===== src/cpu_defines.svh =====
`ifndef CPU_DEFINES_SVH
`define CPU_DEFINES_SVH

// datapath sizes
`define DATA_WIDTH 16
`define ADDR_WIDTH 16
`define REG_COUNT  8

// bit positions in the 4-bit status register
`define FLAG_C 0
`define FLAG_V 1
`define FLAG_N 2
`define FLAG_Z 3

`endif


===== src/isaPkg.sv =====
`include "cpu_defines.svh"

package isaPkg;

   typedef logic [`DATA_WIDTH-1:0] word_t;
   typedef logic [2:0]             regIndex_t;
   typedef logic [3:0]             flags_t;    // indexed by the FLAG macros

   // instruction bits 15..11
   typedef enum logic [4:0] {
      ADD    = 5'd0,
      ADDI   = 5'd1,
      SUB    = 5'd2,
      SUBI   = 5'd3,
      CMP    = 5'd4,
      CMPI   = 5'd5,
      AND    = 5'd6,
      OR     = 5'd7,
      XOR    = 5'd8,
      NOT    = 5'd9,
      LSL    = 5'd10,
      LSR    = 5'd11,
      LDW    = 5'd12,
      STW    = 5'd13,
      BRANCH = 5'd14
   } opcode_t;

   // bits 10..8 of a BRANCH instruction
   typedef enum logic [2:0] {
      BR  = 3'd0,
      BE  = 3'd1,
      BNE = 3'd2,
      BLT = 3'd3,
      BGE = 3'd4
   } branchCond_t;

   typedef enum logic [3:0] {
      FN_A, FN_B, FN_ADD, FN_SUB, FN_AND, FN_OR, FN_XOR, FN_NOT, FN_LSL, FN_LSR
   } aluFn_t;

   typedef enum logic {OP2_REG, OP2_IMM} op2Select_t;
   typedef enum logic {IMM_SHORT, IMM_LONG} immSelect_t;   // bits 4..0 or 7..0, signed
   typedef enum logic {PC_PLUS1, PC_ALU} pcSelect_t;

endpackage


===== src/busPkg.sv =====
`include "cpu_defines.svh"

package busPkg;

   // memory is word addressed
   typedef logic [`ADDR_WIDTH-1:0] memAddr_t;
   typedef logic [`DATA_WIDTH-1:0] busData_t;

   // owner of the outstanding request
   typedef enum logic {
      REQ_FETCH     = 1'b0,
      REQ_LOADSTORE = 1'b1
   } requester_t;

endpackage


===== src/controlUnit.sv =====
`include "cpu_defines.svh"

module controlUnit (
   input  logic               Clock,
   input  logic               nReset,
   input  isaPkg::word_t      instr,
   input  isaPkg::flags_t     aluFlags,
   input  logic               fetchDone,
   input  logic               lsDone,
   output logic               fetchStart,
   output logic               lsStart,
   output logic               lsWrite,
   output isaPkg::aluFn_t     aluFn,
   output isaPkg::op2Select_t op2Sel,
   output isaPkg::immSelect_t immSel,
   output isaPkg::pcSelect_t  pcSel,
   output logic               regWe,
   output logic               pcWe,
   output logic               addrWe,
   output logic               loadWe
);

   import isaPkg::*;

   typedef enum logic [1:0] {S_FETCH, S_EXECUTE, S_MEMWAIT} state_t;

   state_t      state;
   opcode_t     opcode;
   branchCond_t branchCond;
   flags_t      statusReg;
   logic        booted;     // low until the first cycle out of reset
   logic        flagWe;
   logic        complete;   // instruction retires this cycle
   logic        memOp;
   logic        taken;

   assign opcode     = opcode_t'(instr[15:11]);
   assign branchCond = branchCond_t'(instr[10:8]);
   assign lsWrite    = (opcode == STW);

   always_comb begin
      case (branchCond)
         BR:      taken = 1'b1;
         BE:      taken = statusReg[`FLAG_Z];
         BNE:     taken = !statusReg[`FLAG_Z];
         BLT:     taken = statusReg[`FLAG_N] != statusReg[`FLAG_V];
         BGE:     taken = statusReg[`FLAG_N] == statusReg[`FLAG_V];
         default: taken = 1'b0;
      endcase
   end

   always_comb begin
      aluFn    = FN_A;
      op2Sel   = OP2_REG;
      immSel   = IMM_SHORT;
      pcSel    = PC_PLUS1;
      regWe    = 1'b0;
      pcWe     = 1'b0;
      addrWe   = 1'b0;
      loadWe   = 1'b0;
      flagWe   = 1'b0;
      complete = 1'b0;
      memOp    = 1'b0;
      case (state)
         S_EXECUTE: begin
            complete = 1'b1;
            pcWe     = 1'b1;
            case (opcode)
               ADD, ADDI, SUB, SUBI, AND, OR, XOR, NOT, LSL, LSR: begin
                  regWe  = 1'b1;
                  flagWe = 1'b1;
               end
               CMP, CMPI: flagWe = 1'b1;   // flags only, rd untouched
               default: ;
            endcase
            case (opcode)
               ADD, ADDI:            aluFn = FN_ADD;
               SUB, SUBI, CMP, CMPI: aluFn = FN_SUB;
               AND:                  aluFn = FN_AND;
               OR:                   aluFn = FN_OR;
               XOR:                  aluFn = FN_XOR;
               NOT:                  aluFn = FN_NOT;
               LSL:                  aluFn = FN_LSL;
               LSR:                  aluFn = FN_LSR;
               default: ;
            endcase
            case (opcode)
               ADDI, SUBI, CMPI, LSL, LSR: op2Sel = OP2_IMM;
               LDW, STW: begin             // base plus short offset into the address register
                  aluFn    = FN_ADD;
                  op2Sel   = OP2_IMM;
                  addrWe   = 1'b1;
                  memOp    = 1'b1;
                  pcWe     = 1'b0;
                  complete = 1'b0;
               end
               BRANCH: begin               // pc relative target
                  aluFn  = FN_ADD;
                  op2Sel = OP2_IMM;
                  immSel = IMM_LONG;
                  if (taken) pcSel = PC_ALU;
               end
               default: ;
            endcase
         end
         S_MEMWAIT: begin
            if (lsDone) begin
               pcWe     = 1'b1;
               complete = 1'b1;
               if (opcode == LDW) begin
                  regWe  = 1'b1;
                  loadWe = 1'b1;
               end
            end
         end
         default: ;
      endcase
   end

   always_ff @(posedge Clock or negedge nReset) begin
      if (!nReset) begin
         state      <= S_FETCH;
         statusReg  <= '0;
         booted     <= 1'b0;
         fetchStart <= 1'b0;
         lsStart    <= 1'b0;
      end else begin
         booted     <= 1'b1;
         fetchStart <= !booted || complete;   // first fetch, then one per retired instruction
         lsStart    <= memOp;
         if (flagWe) statusReg <= aluFlags;
         case (state)
            S_FETCH:   if (fetchDone) state <= S_EXECUTE;
            S_EXECUTE: state <= memOp ? S_MEMWAIT : S_FETCH;
            S_MEMWAIT: if (lsDone) state <= S_FETCH;
            default:   state <= S_FETCH;
         endcase
      end
   end

   stateLegal: assert property (@(posedge Clock) disable iff (!nReset)
      state inside {S_FETCH, S_EXECUTE, S_MEMWAIT});

   startsExclusive: assert property (@(posedge Clock) disable iff (!nReset)
      !(fetchStart && lsStart));

endmodule


===== src/executeUnit.sv =====
`include "cpu_defines.svh"

module executeUnit (
   input  logic               Clock,
   input  logic               nReset,
   input  isaPkg::word_t      instr,
   input  isaPkg::aluFn_t     aluFn,
   input  isaPkg::op2Select_t op2Sel,
   input  isaPkg::immSelect_t immSel,
   input  isaPkg::pcSelect_t  pcSel,
   input  logic               regWe,
   input  logic               pcWe,
   input  logic               addrWe,
   input  logic               loadWe,
   input  isaPkg::word_t      loadData,
   output isaPkg::flags_t     aluFlags,
   output busPkg::memAddr_t   pc,
   output busPkg::memAddr_t   dataAddr,
   output isaPkg::word_t      storeData
);

   import isaPkg::*;
   import busPkg::*;

   localparam int Msb       = `DATA_WIDTH - 1;
   localparam int ShiftBits = $clog2(`DATA_WIDTH);

   word_t             regFile [`REG_COUNT];
   regIndex_t         rdIdx, raIdx, rbIdx;
   word_t             imm, opA, opB, aluResult, writeData;
   logic [`DATA_WIDTH:0] sum;
   logic              carry, overflow;

   assign rdIdx = instr[10:8];
   assign raIdx = instr[7:5];
   assign rbIdx = instr[4:2];

   assign imm = (immSel == IMM_LONG) ? word_t'(signed'(instr[7:0]))
                                     : word_t'(signed'(instr[4:0]));
   assign opA = (immSel == IMM_LONG) ? word_t'(pc) : regFile[raIdx];   // long imm is pc relative
   assign opB = (op2Sel == OP2_IMM) ? imm : regFile[rbIdx];

   always_comb begin
      sum       = '0;
      carry     = 1'b0;
      overflow  = 1'b0;
      aluResult = opA;
      case (aluFn)
         FN_B:   aluResult = opB;
         FN_ADD: begin
            sum       = {1'b0, opA} + {1'b0, opB};
            aluResult = sum[Msb:0];
            carry     = sum[`DATA_WIDTH];
            overflow  = (opA[Msb] == opB[Msb]) && (aluResult[Msb] != opA[Msb]);
         end
         FN_SUB: begin
            sum       = {1'b0, opA} + {1'b0, ~opB} + 1'b1;   // carry set means no borrow
            aluResult = sum[Msb:0];
            carry     = sum[`DATA_WIDTH];
            overflow  = (opA[Msb] != opB[Msb]) && (aluResult[Msb] != opA[Msb]);
         end
         FN_AND: aluResult = opA & opB;
         FN_OR:  aluResult = opA | opB;
         FN_XOR: aluResult = opA ^ opB;
         FN_NOT: aluResult = ~opA;
         FN_LSL: aluResult = opA << opB[ShiftBits-1:0];
         FN_LSR: aluResult = opA >> opB[ShiftBits-1:0];
         default: aluResult = opA;
      endcase
   end

   always_comb begin
      aluFlags          = '0;
      aluFlags[`FLAG_Z] = (aluResult == '0);
      aluFlags[`FLAG_N] = aluResult[Msb];
      aluFlags[`FLAG_V] = overflow;
      aluFlags[`FLAG_C] = carry;
   end

   assign writeData = loadWe ? loadData : aluResult;
   assign storeData = regFile[rdIdx];   // STW data comes from rd

   always_ff @(posedge Clock) begin
      if (regWe) regFile[rdIdx] <= writeData;
      if (addrWe) dataAddr <= memAddr_t'(aluResult);
   end

   always_ff @(posedge Clock or negedge nReset) begin
      if (!nReset) begin
         pc <= '0;
      end else if (pcWe) begin
         pc <= (pcSel == PC_ALU) ? memAddr_t'(aluResult) : pc + 1'b1;
      end
   end

endmodule


===== src/fetchUnit.sv =====
module fetchUnit (
   input  logic             Clock,
   input  logic             nReset,
   input  logic             fetchStart,
   input  busPkg::memAddr_t pc,
   input  logic             fetchReqReady,
   input  logic             fetchRspValid,
   input  busPkg::busData_t fetchRspData,
   output logic             fetchReqValid,
   output logic             fetchDone,
   output busPkg::memAddr_t fetchReqAddr,
   output isaPkg::word_t    instr
);

   import isaPkg::*;
   import busPkg::*;

   memAddr_t addrQ;

   assign fetchReqAddr = addrQ;

   always_ff @(posedge Clock or negedge nReset) begin
      if (!nReset) begin
         fetchReqValid <= 1'b0;
         fetchDone     <= 1'b0;
      end else begin
         fetchDone <= fetchRspValid;   // instr is valid together with done
         if (fetchStart) fetchReqValid <= 1'b1;
         else if (fetchReqReady) fetchReqValid <= 1'b0;
      end
   end

   // instruction register
   always_ff @(posedge Clock) begin
      if (fetchStart) addrQ <= pc;
      if (fetchRspValid) instr <= word_t'(fetchRspData);
   end

   reqHold: assert property (@(posedge Clock) disable iff (!nReset)
      fetchReqValid && !fetchReqReady |=> fetchReqValid && $stable(fetchReqAddr));

endmodule


===== src/loadStoreUnit.sv =====
module loadStoreUnit (
   input  logic             Clock,
   input  logic             nReset,
   input  logic             lsStart,
   input  logic             lsWrite,
   input  busPkg::memAddr_t dataAddr,
   input  isaPkg::word_t    storeData,
   input  logic             lsReqReady,
   input  logic             lsRspValid,
   input  busPkg::busData_t lsRspData,
   output logic             lsReqValid,
   output logic             lsReqWrite,
   output logic             lsDone,
   output busPkg::memAddr_t lsReqAddr,
   output busPkg::busData_t lsReqData,
   output isaPkg::word_t    loadData
);

   import isaPkg::*;
   import busPkg::*;

   memAddr_t addrQ;
   busData_t dataQ;
   logic     writeQ;

   assign lsReqAddr  = addrQ;
   assign lsReqData  = dataQ;
   assign lsReqWrite = writeQ;

   always_ff @(posedge Clock or negedge nReset) begin
      if (!nReset) begin
         lsReqValid <= 1'b0;
         lsDone     <= 1'b0;
      end else begin
         lsDone <= lsRspValid;
         if (lsStart) lsReqValid <= 1'b1;
         else if (lsReqReady) lsReqValid <= 1'b0;
      end
   end

   always_ff @(posedge Clock) begin
      if (lsStart) begin   // request fields stay put until accepted
         addrQ  <= dataAddr;
         dataQ  <= busData_t'(storeData);
         writeQ <= lsWrite;
      end
      if (lsRspValid) loadData <= word_t'(lsRspData);   // don't care after a write
   end

endmodule


===== src/busArbiter.sv =====
module busArbiter (
   input  logic             Clock,
   input  logic             nReset,
   input  logic             fetchReqValid,
   output logic             fetchReqReady,
   input  busPkg::memAddr_t fetchReqAddr,
   output logic             fetchRspValid,
   output busPkg::busData_t fetchRspData,
   input  logic             lsReqValid,
   output logic             lsReqReady,
   input  logic             lsReqWrite,
   input  busPkg::memAddr_t lsReqAddr,
   input  busPkg::busData_t lsReqData,
   output logic             lsRspValid,
   output busPkg::busData_t lsRspData,
   output logic             memReqValid,
   input  logic             memReqReady,
   output logic             memReqWrite,
   output busPkg::memAddr_t memReqAddr,
   output busPkg::busData_t memReqData,
   input  logic             memRspValid,
   input  busPkg::busData_t memRspData
);

   import busPkg::*;

   logic       busy;    // a response is still owed
   requester_t owner;

   // load/store has fixed priority
   assign memReqValid = !busy && (lsReqValid || fetchReqValid);
   assign memReqWrite = lsReqValid && lsReqWrite;
   assign memReqAddr  = lsReqValid ? lsReqAddr : fetchReqAddr;
   assign memReqData  = lsReqData;

   assign lsReqReady    = !busy && memReqReady;
   assign fetchReqReady = !busy && memReqReady && !lsReqValid;

   assign lsRspValid    = memRspValid && (owner == REQ_LOADSTORE);
   assign fetchRspValid = memRspValid && (owner == REQ_FETCH);
   assign lsRspData     = memRspData;
   assign fetchRspData  = memRspData;

   always_ff @(posedge Clock or negedge nReset) begin
      if (!nReset) begin
         busy  <= 1'b0;
         owner <= REQ_FETCH;
      end else if (memReqValid && memReqReady) begin
         busy  <= 1'b1;
         owner <= lsReqValid ? REQ_LOADSTORE : REQ_FETCH;
      end else if (memRspValid) begin
         busy <= 1'b0;
      end
   end

   noStrayResponse: assert property (@(posedge Clock) disable iff (!nReset)
      memRspValid |-> busy);

endmodule


===== src/cpuCore.sv =====
module cpuCore (
   input  logic             Clock,
   input  logic             nReset,
   output logic             memReqValid,
   input  logic             memReqReady,
   output logic             memReqWrite,
   output busPkg::memAddr_t memReqAddr,
   output busPkg::busData_t memReqData,
   input  logic             memRspValid,
   input  busPkg::busData_t memRspData
);

   import isaPkg::*;
   import busPkg::*;

   word_t      instr, loadData, storeData;
   flags_t     aluFlags;
   aluFn_t     aluFn;
   op2Select_t op2Sel;
   immSelect_t immSel;
   pcSelect_t  pcSel;
   logic       regWe, pcWe, addrWe, loadWe;
   logic       fetchStart, fetchDone, lsStart, lsDone, lsWrite;
   memAddr_t   pc, dataAddr;

   logic       fetchReqValid, fetchReqReady, fetchRspValid;
   memAddr_t   fetchReqAddr;
   busData_t   fetchRspData;
   logic       lsReqValid, lsReqReady, lsReqWrite, lsRspValid;
   memAddr_t   lsReqAddr;
   busData_t   lsReqData, lsRspData;

   controlUnit controlUnit_inst (
      .Clock, .nReset, .instr, .aluFlags, .fetchDone, .lsDone,
      .fetchStart, .lsStart, .lsWrite, .aluFn, .op2Sel, .immSel, .pcSel,
      .regWe, .pcWe, .addrWe, .loadWe
   );

   executeUnit executeUnit_inst (
      .Clock, .nReset, .instr, .aluFn, .op2Sel, .immSel, .pcSel,
      .regWe, .pcWe, .addrWe, .loadWe, .loadData,
      .aluFlags, .pc, .dataAddr, .storeData
   );

   fetchUnit fetchUnit_inst (
      .Clock, .nReset, .fetchStart, .pc, .fetchReqReady, .fetchRspValid, .fetchRspData,
      .fetchReqValid, .fetchDone, .fetchReqAddr, .instr
   );

   loadStoreUnit loadStoreUnit_inst (
      .Clock, .nReset, .lsStart, .lsWrite, .dataAddr, .storeData,
      .lsReqReady, .lsRspValid, .lsRspData,
      .lsReqValid, .lsReqWrite, .lsDone, .lsReqAddr, .lsReqData, .loadData
   );

   busArbiter busArbiter_inst (
      .Clock, .nReset,
      .fetchReqValid, .fetchReqReady, .fetchReqAddr, .fetchRspValid, .fetchRspData,
      .lsReqValid, .lsReqReady, .lsReqWrite, .lsReqAddr, .lsReqData, .lsRspValid, .lsRspData,
      .memReqValid, .memReqReady, .memReqWrite, .memReqAddr, .memReqData,
      .memRspValid, .memRspData
   );

endmodule


===== config.mk =====
export PLATFORM = sky130hd
export DESIGN_NAME = cpuCore
export DESIGN_NICKNAME = d
export VERILOG_FILES = /design/src/isaPkg.sv /design/src/busPkg.sv /design/src/controlUnit.sv /design/src/executeUnit.sv /design/src/fetchUnit.sv /design/src/loadStoreUnit.sv /design/src/busArbiter.sv /design/src/cpuCore.sv
export VERILOG_INCLUDE_DIRS = /design/src
export SDC_FILE = /design/constraint.sdc
export NUM_CORES = 1
export LEC_CHECK = 0
export ABC_AREA = 1
export BUFFER_PORTS_ARGS = -buffer_cell sky130_fd_sc_hd__buf_4
export CORE_ASPECT_RATIO = 1.25
export CORE_MARGIN = 2
export CORE_UTILIZATION = 55
export CTS_BUF_LIST = sky130_fd_sc_hd__clkbuf_4 sky130_fd_sc_hd__clkbuf_8 sky130_fd_sc_hd__clkbuf_16
export CTS_CLUSTER_DIAMETER = 120
export CTS_CLUSTER_SIZE = 12
export DETAILED_ROUTE_END_ITERATION = 8
export HOLD_SLACK_MARGIN = 0.03
export PLACE_DENSITY_LB_ADDON = 0.15
export RECOVER_POWER = 100
export SYNTH_ARGS = -nofsm -noshare
export SYNTH_HDL_FRONTEND = slang
export SYNTH_HIERARCHICAL = 1
export SYNTH_SLANG_ARGS = --single-unit

===== constraint.sdc =====
create_clock -name Clock -period 4.6 [get_ports Clock]
set_clock_uncertainty 0.15 [all_clocks]
set_input_delay 0.92 -clock Clock [delete_from_list [all_inputs] [get_ports Clock]]
set_output_delay 0.92 -clock Clock [all_outputs]
set_load 0.01 [all_outputs]

==> key figures, run 1 <==
Outcome
  • Status: finished, violations left
  • Failing checks: max-capacitance violations, max-slew violations

Logic synthesis
  • Synth Net Count: 2391
  • Avg Inst Size Synth: 7.61 um2
  • Syn Inst Count: 2316
  • Syn. warnings: 6
  • Mapped Area: 0.0176 mm2

Final layout
  • Post-route insts no fill: 2886
  • Area growth from synthesis to layout: 15.2%
  • Nets: 2539
  • Layout cells sized above 1: 0.182
  • Ant. Diodes: 0
  • Final core occ: 0.641

CTS
  • Clk buf depth: 3
  • Hold_buf cts: 0
  • Clock sinks: 255
  • CTS tree: yes
  • Clk pin slew, worst setup/hold paths: 0.06 ns
  • Root buffer cell: clkbuf_16
  • H-Tree Depth: 1
  • Num CTS Buffers: 25
  • Later-pin clock latency in the skew report: 0.54 ns

Drt
  • Drc violations: 0
  • Per-cell routed wire length: 21.8 um
  • Vias per cell: 5.96
  • Pre-antenna DRT Iters: 6
  • 1st-iter DRT viols: 2135
  • DR vias: 17200
  • Drt total wl: 62800 um
  • Antenna-violating nets left: 0

Placed design
  • Placed insts: 2844
  • IO buf count: 53
  • Placer Congestion: 1.00
  • Dpl hpwl: 46800 um
  • Pre-CTS setup slack: -0.404 ns

STA
  • F_max: 225 MHz
  • Fin. max-slew vios: 66
  • Final worst path period share: 0.967
  • RSZ-0062 raised after global routing: yes
  • Slew @ Worst Pin: 2.34 ns
  • Hold Slack: 0.267 ns
  • Final setup viols: 0
  • Minimum clock period: 4.45 ns
  • Final worst setup slack: 0.152 ns
  • Relative slew slack: -0.562
  • Endpoints failing hold: 0

Hold path
  • Worst hold stages: 0
  • Hold Startpoint: executeUnit_inst/dataAddr[2]
  • Hold EP: loadStoreUnit_inst/lsReqAddr[2]
  • Hold Crit Class: flip-flop to flip-flop

Flow run
  • Max_cap viols: 2

Global route
  • Initial antenna violation count: 0
  • Largest net degree at the start of global routing: 81
  • GRT Util Overall: 0.372
  • Total grt overflow: 0
  • First-pass GRT wire length: 93300 um
  • Number of global-route vias before repair: 16200

Die
  • Core Area: 0.0317 mm2
  • Initial cell density of the core: 0.556
  • Die Y: 204 um
  • Std cell rows: 73
  • Die Width: 164 um
  • I/O Pins: 54
  • Die area: 0.0335 mm2

Power
  • Total chip power: 0.0103 W
  • VDD IR max: 0.000322 V
  • Leak pwr: 9.03 nW
  • PwrDens: 507 mW/mm2

Setup path
  • Top delay family on crit path: simple AND/OR/NAND/NOR gates
  • Critical path buffers and inverters: 10
  • Slowest CP cell: fa_1
  • Most frequent cell on the critical path: inv_1
  • Reg2Reg Setup Slack: 0.15 ns
  • Req. time, crit path: 4.91 ns
  • CP startpoint kind: flip-flop
  • R2R Path Start: fetchUnit_inst/instr[15]
  • Worst R2R Path Depth: 29
  • Max FO, Critical Path: 8
  • WP data arrival: 4.76 ns
  • Max incr delay on CP: 0.48 ns
  • End of the worst register-to-register path: controlUnit_inst/statusReg[3]
  • Crit. Startpoint: fetchUnit_inst/instr[15]
  • Critical path type: flip-flop to flip-flop
  • Crit end category: flip-flop
## worst max-delay path by stage
stage | endpoint | slack, ns | cells after the start
global placement | executeUnit_inst/regFile[3][11] | -0.38 | 28
CTS | executeUnit_inst/regFile[7][12] | 0.003 | 27
floorplan | executeUnit_inst/regFile[0][11] | 0.43 | 31
global route | controlUnit_inst/statusReg[3] | -0.06 | 30
detailed placement | executeUnit_inst/regFile[2][11] | -0.40 | 28
finish | controlUnit_inst/statusReg[3] | 0.15 | 29
## flip-flops by register name, summed over array words and instances, names as in the netlist
| signal | cells |
|---|---|
| executeUnit_inst/regFile | 128 |
| controlUnit_inst/state | 2 |
| controlUnit_inst/booted | 1 |
| loadStoreUnit_inst/lsDone | 1 |
| loadStoreUnit_inst/lsReqData | 16 |
| fetchUnit_inst/fetchReqValid | 1 |
| controlUnit_inst/statusReg | 3 |
| executeUnit_inst/pc | 16 |
| controlUnit_inst/lsStart | 1 |
| fetchUnit_inst/instr | 16 |
| fetchUnit_inst/fetchReqAddr | 16 |
| loadStoreUnit_inst/lsReqValid | 1 |
| loadStoreUnit_inst/lsReqWrite | 1 |
| controlUnit_inst/fetchStart | 1 |
| executeUnit_inst/dataAddr | 16 |
| fetchUnit_inst/fetchDone | 1 |
| loadStoreUnit_inst/lsReqAddr | 16 |
| busArbiter_inst/owner | 1 |
| busArbiter_inst/busy | 1 |
| loadStoreUnit_inst/loadData | 16 |
## cell usage in the layout (no fill, tap or decap), types with 4 or more instances in the layout
cell         n
buf_12       9
buf_4      251
nor3_2       5
o21ai_0    171
nand3_1    241
clkbuf_1    15
inv_1      256
xor2_1      12
o2111ai_1   12
or2_2        7
nand2_1    601
ha_2         8
o21ai_2      6
clkinv_1     4
ha_1        41
ha_4         4
nand2_2     27
clkbuf_4    13
o22ai_1     17
a21oi_1    131
nor3_1      17
o221ai_1     4
nand4_1     31
nor2_2      23
nand3_2     19
edfxtp_1   225
a211oi_1     4
clkbuf_16   25
inv_2       19
nor2_4       8
dfrtp_1     30
a21oi_2      9
o211ai_1    23
nor2_1     144
o21ai_1     27
## repair_timing
action | CTS | global route
gates resized for setup | 23 | 75
endpoints found under the setup margin | 95 | 135
pin swaps | 0 | 9
endpoints found under the hold margin | 0 | 0
setup buffers | 2 | 3
## routing by layer
layer  up-vias  wire [um]  global-route usage
li1       7974          -                   -
met1      7991      23000               0.456
met2       978      30000               0.627
met3       266       5290              0.0416
met4         0       4460               0.225
met5         -          0                   0
## cell type report
class	count	area (um2)
tap	412	515
sequential	255	7510
inverter	283	1070
multi-input combinational	1620	8340
clock buffer	35	701
clock inverter	2	20.0
fill	2811	11400
timing repair buffer	279	2150
## per-stage QoR
stage / setup TNS, ns / cell area, um2
floorplan: 0 / 17600
global placement: -9.15 / 19300
detailed placement: -11.77 / 19300
CTS: 0 / 20100
global route: -0.364 / 20300
finish: 0 / 20300
## where the power goes
| group | switching (W) | internal, W |
|---|---|---|
| combinational | 0.00338 | 0.00194 |
| sequential | 0.000137 | 0.00295 |
| clock | 0.000834 | 0.00105 |
| total | 0.00435 | 0.00594 |
Note: power is estimated with default switching activity, not from simulation.
==> run 2: changes to the inputs <==
ABC_AREA = unset   (was 1)
==> key figures, run 2 <==
Final layout
  • Commonest cells after routing, fill and taps aside: buf_4, edfxtp_1, nand2_1
  • Layout cells sized above 1: 0.421
  • Biggest register: executeUnit_inst/regFile
  • Nets: 1865
  • Area growth from synthesis to layout: 28.5%
  • Commonest non-fill, non-tap cell in the layout: buf_4
  • Max reg flops: 128
  • Fill count: 2213
  • Finished Cell Area: 0.0219 mm2
  • Post-route insts no fill: 2209
  • Ant. Diodes: 0

Die
  • Die Width: 161 um
  • I/O Pins: 54
  • Initial cell density of the core: 0.554
  • Std cell rows: 72
  • Core Area: 0.0307 mm2
  • Die Y: 201 um
  • Die area: 0.0324 mm2

Drt
  • Drc violations: 0
  • Drt total wl: 60600 um
  • 1st-iter DRT viols: 1552
  • DR vias: 14400
  • Pre-antenna DRT Iters: 5
  • Antenna-violating nets left: 0
  • Vias per cell: 6.54
  • Per-cell routed wire length: 27.4 um

Power
  • PwrDens: 522 mW/mm2
  • Total chip power: 0.0114 W
  • VDD IR max: 0.000471 V
  • Leak pwr: 8.58 nW

STA
  • RSZ-0062 raised after global routing: yes
  • F_max: 206 MHz
  • Relative slew slack: -0.251
  • Fin. max-slew vios: 66
  • Endpoints failing hold: 0
  • Final setup viols: 51
  • Slew @ Worst Pin: 1.88 ns
  • Hold Slack: 0.265 ns
  • Final worst path period share: 1.06
  • Minimum clock period: 4.86 ns
  • Final worst setup slack: -0.262 ns

CTS
  • Num CTS Buffers: 25
  • CTS tree: yes
  • H-Tree Depth: 1
  • Clk pin slew, worst setup/hold paths: 0.07 ns
  • Clk buf depth: 3
  • Later-pin clock latency in the skew report: 0.56 ns
  • Clock sinks: 255
  • Hold_buf cts: 0
  • Root buffer cell: clkbuf_16

Placed design
  • Placer Congestion: 1.01
  • Placement Cell Area: 0.0198 mm2
  • Dpl hpwl: 45300 um
  • Placed insts: 2122
  • Pre-CTS setup slack: -0.537 ns
  • IO buf count: 53

Setup path
  • Max FO, Critical Path: 7
  • CP startpoint kind: flip-flop
  • Critical path type: flip-flop to flip-flop
  • Req. time, crit path: 4.95 ns
  • WP data arrival: 5.21 ns
  • Crit end category: flip-flop

Hold path
  • Hold Crit Class: flip-flop to flip-flop

Global route
  • First-pass GRT wire length: 89100 um
  • Total grt overflow: 0
  • Initial antenna violation count: 0
  • Number of global-route vias before repair: 14600
  • Largest net degree at the start of global routing: 38
  • GRT Util Overall: 0.370

Flow run
  • Max_cap viols: 2

Logic synthesis
  • Synth Net Count: 1561
  • Syn. warnings: 6
  • Avg Inst Size Synth: 11.5 um2
  • Syn Inst Count: 1486
  • Mapped Area: 0.0170 mm2

Outcome
  • Failing checks: max-capacitance violations, max-slew violations, negative setup slack
  • Status: finished, violations left
## run 2: timing repair
action,CTS,global route
resized for setup,112,97
buffers inserted,36,17
pin swaps,55,40
endpoints found under the setup margin,152,149
cloned,1,1
## run 2: layout make-up
type | instances | area, um2 | share of cell area
well taps | 407 | 509 | 0.0233
flip-flops and latches | 255 | 7510 | 0.343
repair buffers | 415 | 3500 | 0.160
inverters | 76 | 293 | 0.0134
multi-input cells | 1017 | 9300 | 0.426
clock inverters | 2 | 28.8 | 0.00132
clock buffers | 37 | 722 | 0.0330
## run 2: critical path, cell delays in order (launching register included)
cell and delay (ns):
dfrtp_1 0.40, inv_2 0.08, ha_4 0.13, and2b_1 0.15, o2111a_2 0.29, buf_6 0.15
nor2_4 0.06, a221oi_4 0.37, inv_2 0.13, ha_4 0.18, inv_2 0.05, fa_2 0.22
nor2b_2 0.05, o31a_1 0.33, buf_4 0.16, buf_6 0.12, o21ai_2 0.13, o2bb2ai_2 0.14
xnor2_2 0.15, a22oi_2 0.15, a31oi_2 0.15, buf_4 0.17, nor2_1 0.11, nand4_1 0.26
nor4b_2 0.32, mux2_4 0.19
## run 2: power breakdown
| group | internal, W | switching, W |
|---|---|---|
| Clock | 0.00109 | 0.000837 |
| Combinational | 0.00287 | 0.00342 |
| Sequential | 0.00297 | 0.000230 |
## run 2: per-layer routing
metal	track usage	wire length, um	vias up
met2	0.622	29300	743
met5	0	0	-
met1	0.438	21800	7184
met4	0.244	4950	0
met3	0.0576	4480	233
li1	-	-	6280
## run 2: final timing paths
| kind | start | end | slack [ns] | cells after the start |
|---|---|---|---|---|
| min | controlUnit_inst/booted | controlUnit_inst/fetchStart | 0.27 | 1 |
| max reg2reg | controlUnit_inst/state[1] | controlUnit_inst/statusReg[3] | -0.26 | 25 |
| min reg2reg | controlUnit_inst/booted | controlUnit_inst/fetchStart | 0.27 | 1 |
| max | controlUnit_inst/state[1] | controlUnit_inst/statusReg[3] | -0.26 | 25 |
| max in group asynchronous | nReset | busArbiter_inst/owner | 2.59 | 1 |
| min in group asynchronous | nReset | loadStoreUnit_inst/lsDone | 0.67 | 1 |
## run 2: metrics by stage
stage	util	setup TNS [ns]
finish	0.712	-4.86
global route	0.712	-16.18
CTS	0.696	-1.60
detailed placement	0.645	-36.68
global placement	0.645	-33.57
floorplan	-	-0.0471
==> run 3: changes to the inputs <==
TNS_END_PERCENT = 50   (was unset)
==> key figures, run 3 (synthesis gave the netlist of run 2 again) <==
CTS
  • CTS tree: yes
  • Clock sinks: 255
  • Clk buf depth: 3
  • H-Tree Depth: 1
  • Num CTS Buffers: 25
  • Clk pin slew, worst setup/hold paths: 0.07 ns
  • Later-pin clock latency in the skew report: 0.56 ns
  • Root buffer cell: clkbuf_16

Die
  • Die Y: 201 um
  • Die area: 0.0324 mm2
  • I/O Pins: 54
  • Std cell rows: 72
  • Core Area: 0.0307 mm2
  • Initial cell density of the core: 0.554
  • Die Width: 161 um

Placed design
  • Placed insts: 2122
  • Placement Cell Area: 0.0198 mm2
  • IO buf count: 53
  • Dpl hpwl: 45300 um
  • Placer Congestion: 1.01

STA
  • Final worst path period share: 1.07
  • Relative slew slack: -0.276
  • Final setup viols: 90
  • Fin. max-slew vios: 66
  • Slew @ Worst Pin: 1.91 ns
  • Endpoints failing hold: 0
  • Final worst setup slack: -0.310 ns
  • F_max: 204 MHz
  • RSZ-0062 raised after global routing: yes
  • Minimum clock period: 4.91 ns

Hold path
  • Hold Crit Class: flip-flop to flip-flop

Final layout
  • Finished Cell Area: 0.0216 mm2
  • Commonest non-fill, non-tap cell in the layout: buf_4
  • Post-route insts no fill: 2202
  • Layout cells sized above 1: 0.409
  • Commonest cells after routing, fill and taps aside: buf_4, edfxtp_1, nand2_1
  • Max reg flops: 128
  • Multi-input logic area: 0.00918 mm2
  • Nets: 1857
  • Area growth from synthesis to layout: 27.0%
  • Fill count: 2253
  • Register area: 0.00751 mm2
  • Biggest register: executeUnit_inst/regFile

Drt
  • Drc violations: 0
  • 1st-iter DRT viols: 1474
  • Vias per cell: 6.58
  • DR vias: 14500
  • Per-cell routed wire length: 27.3 um
  • Pre-antenna DRT Iters: 5
  • Drt total wl: 60200 um
  • Antenna-violating nets left: 0

Global route
  • Total grt overflow: 0
  • Largest net degree at the start of global routing: 38
  • First-pass GRT wire length: 89100 um
  • Initial antenna violation count: 1
  • GRT Util Overall: 0.369
  • Number of global-route vias before repair: 14600

Outcome
  • Failing checks: max-capacitance violations, max-slew violations, negative setup slack
  • Status: finished, violations left

Setup path
  • Crit end category: flip-flop
  • CP startpoint kind: flip-flop
  • WP data arrival: 5.26 ns
  • Critical path type: flip-flop to flip-flop
  • Req. time, crit path: 4.95 ns
  • Max FO, Critical Path: 5

Power
  • VDD IR max: 0.000397 V
  • Total chip power: 0.0112 W
  • Leak pwr: 8.49 nW
  • PwrDens: 520 mW/mm2

Flow run
  • Max_cap viols: 2
## run 3: report_power, final
group / internal, W / switching [W] / leakage [nW]
clock: 0.00109 / 0.000835 / 0.380
sequential: 0.00297 / 0.000228 / 2.45
combinational: 0.00277 / 0.00334 / 5.66
total: 0.00683 / 0.00440 / 8.49
## run 3: what timing repair did
item	CTS	global route
cloned	1	0
endpoints found under the setup margin	152	150
pin swaps	55	29
endpoints found under the hold margin	0	0
resized for setup	113	56
hold buffers	0	0
buffers inserted	36	10
## run 3: worst max-delay path, cell delays in order (launching register included)
cell and delay, ns:
dfrtp_1 0.40, inv_2 0.08, ha_4 0.14, and2b_1 0.15, o2111a_2 0.30, buf_6 0.15
nor2_4 0.06, a221oi_4 0.39, inv_2 0.13, ha_4 0.19, inv_2 0.05, fa_2 0.41
and3_1 0.15, a311o_1 0.27, o21ai_1 0.09, o211a_1 0.25, o311ai_4 0.12, a31oi_1 0.21
o32ai_2 0.12, a211oi_2 0.20, nand4_1 0.29, nor4b_2 0.36, mux2_4 0.19
## run 3: layout make-up
cell class	count	share of cell area
sequential	255	0.347
inverter	76	0.0135
clock inverter	2	0.00133
clock buffer	37	0.0334
tap	407	0.0236
multi-input combinational	1017	0.425
timing repair buffer	407	0.156
antenna	1	0.000116
## run 3: path summary, 6_finish.rpt
check | start | endpoint | slack [ns] | cells after the start
hold / removal | controlUnit_inst/booted | controlUnit_inst/fetchStart | 0.26 | 1
min in group asynchronous | nReset | loadStoreUnit_inst/lsDone | 0.66 | 1
hold reg to reg | controlUnit_inst/booted | controlUnit_inst/fetchStart | 0.26 | 1
setup / recovery | controlUnit_inst/state[1] | controlUnit_inst/statusReg[3] | -0.31 | 22
max in group asynchronous | nReset | busArbiter_inst/owner | 2.61 | 1
setup reg to reg | controlUnit_inst/state[1] | controlUnit_inst/statusReg[3] | -0.31 | 22
## run 3: per-layer routing
metal / routed length [um] / vias to the layer above / share of wire / track usage
met3: 4630 / 251 / 0.077 / 0.0616
met2: 29200 / 760 / 0.49 / 0.624
li1: - / 6264 / - / -
met5: 0 / - / 0 / 0
met4: 4950 / 0 / 0.082 / 0.244
met1: 21400 / 7204 / 0.36 / 0.434
## run 3: per-stage QoR
| stage | setup TNS [ns] | utilization | hold slack (ns) | setup slack [ns] |
|---|---|---|---|---|
| detailed placement | -36.68 | 0.645 | 0.255 | -0.537 |
| CTS | -1.60 | 0.696 | 0.151 | -0.140 |
| global route | -19.93 | 0.703 | 0.273 | -0.429 |
| floorplan | -0.0471 | - | 0.242 | -0.0456 |
| global placement | -33.57 | 0.645 | 0.252 | -0.465 |
| finish | -9.50 | 0.703 | 0.265 | -0.310 |
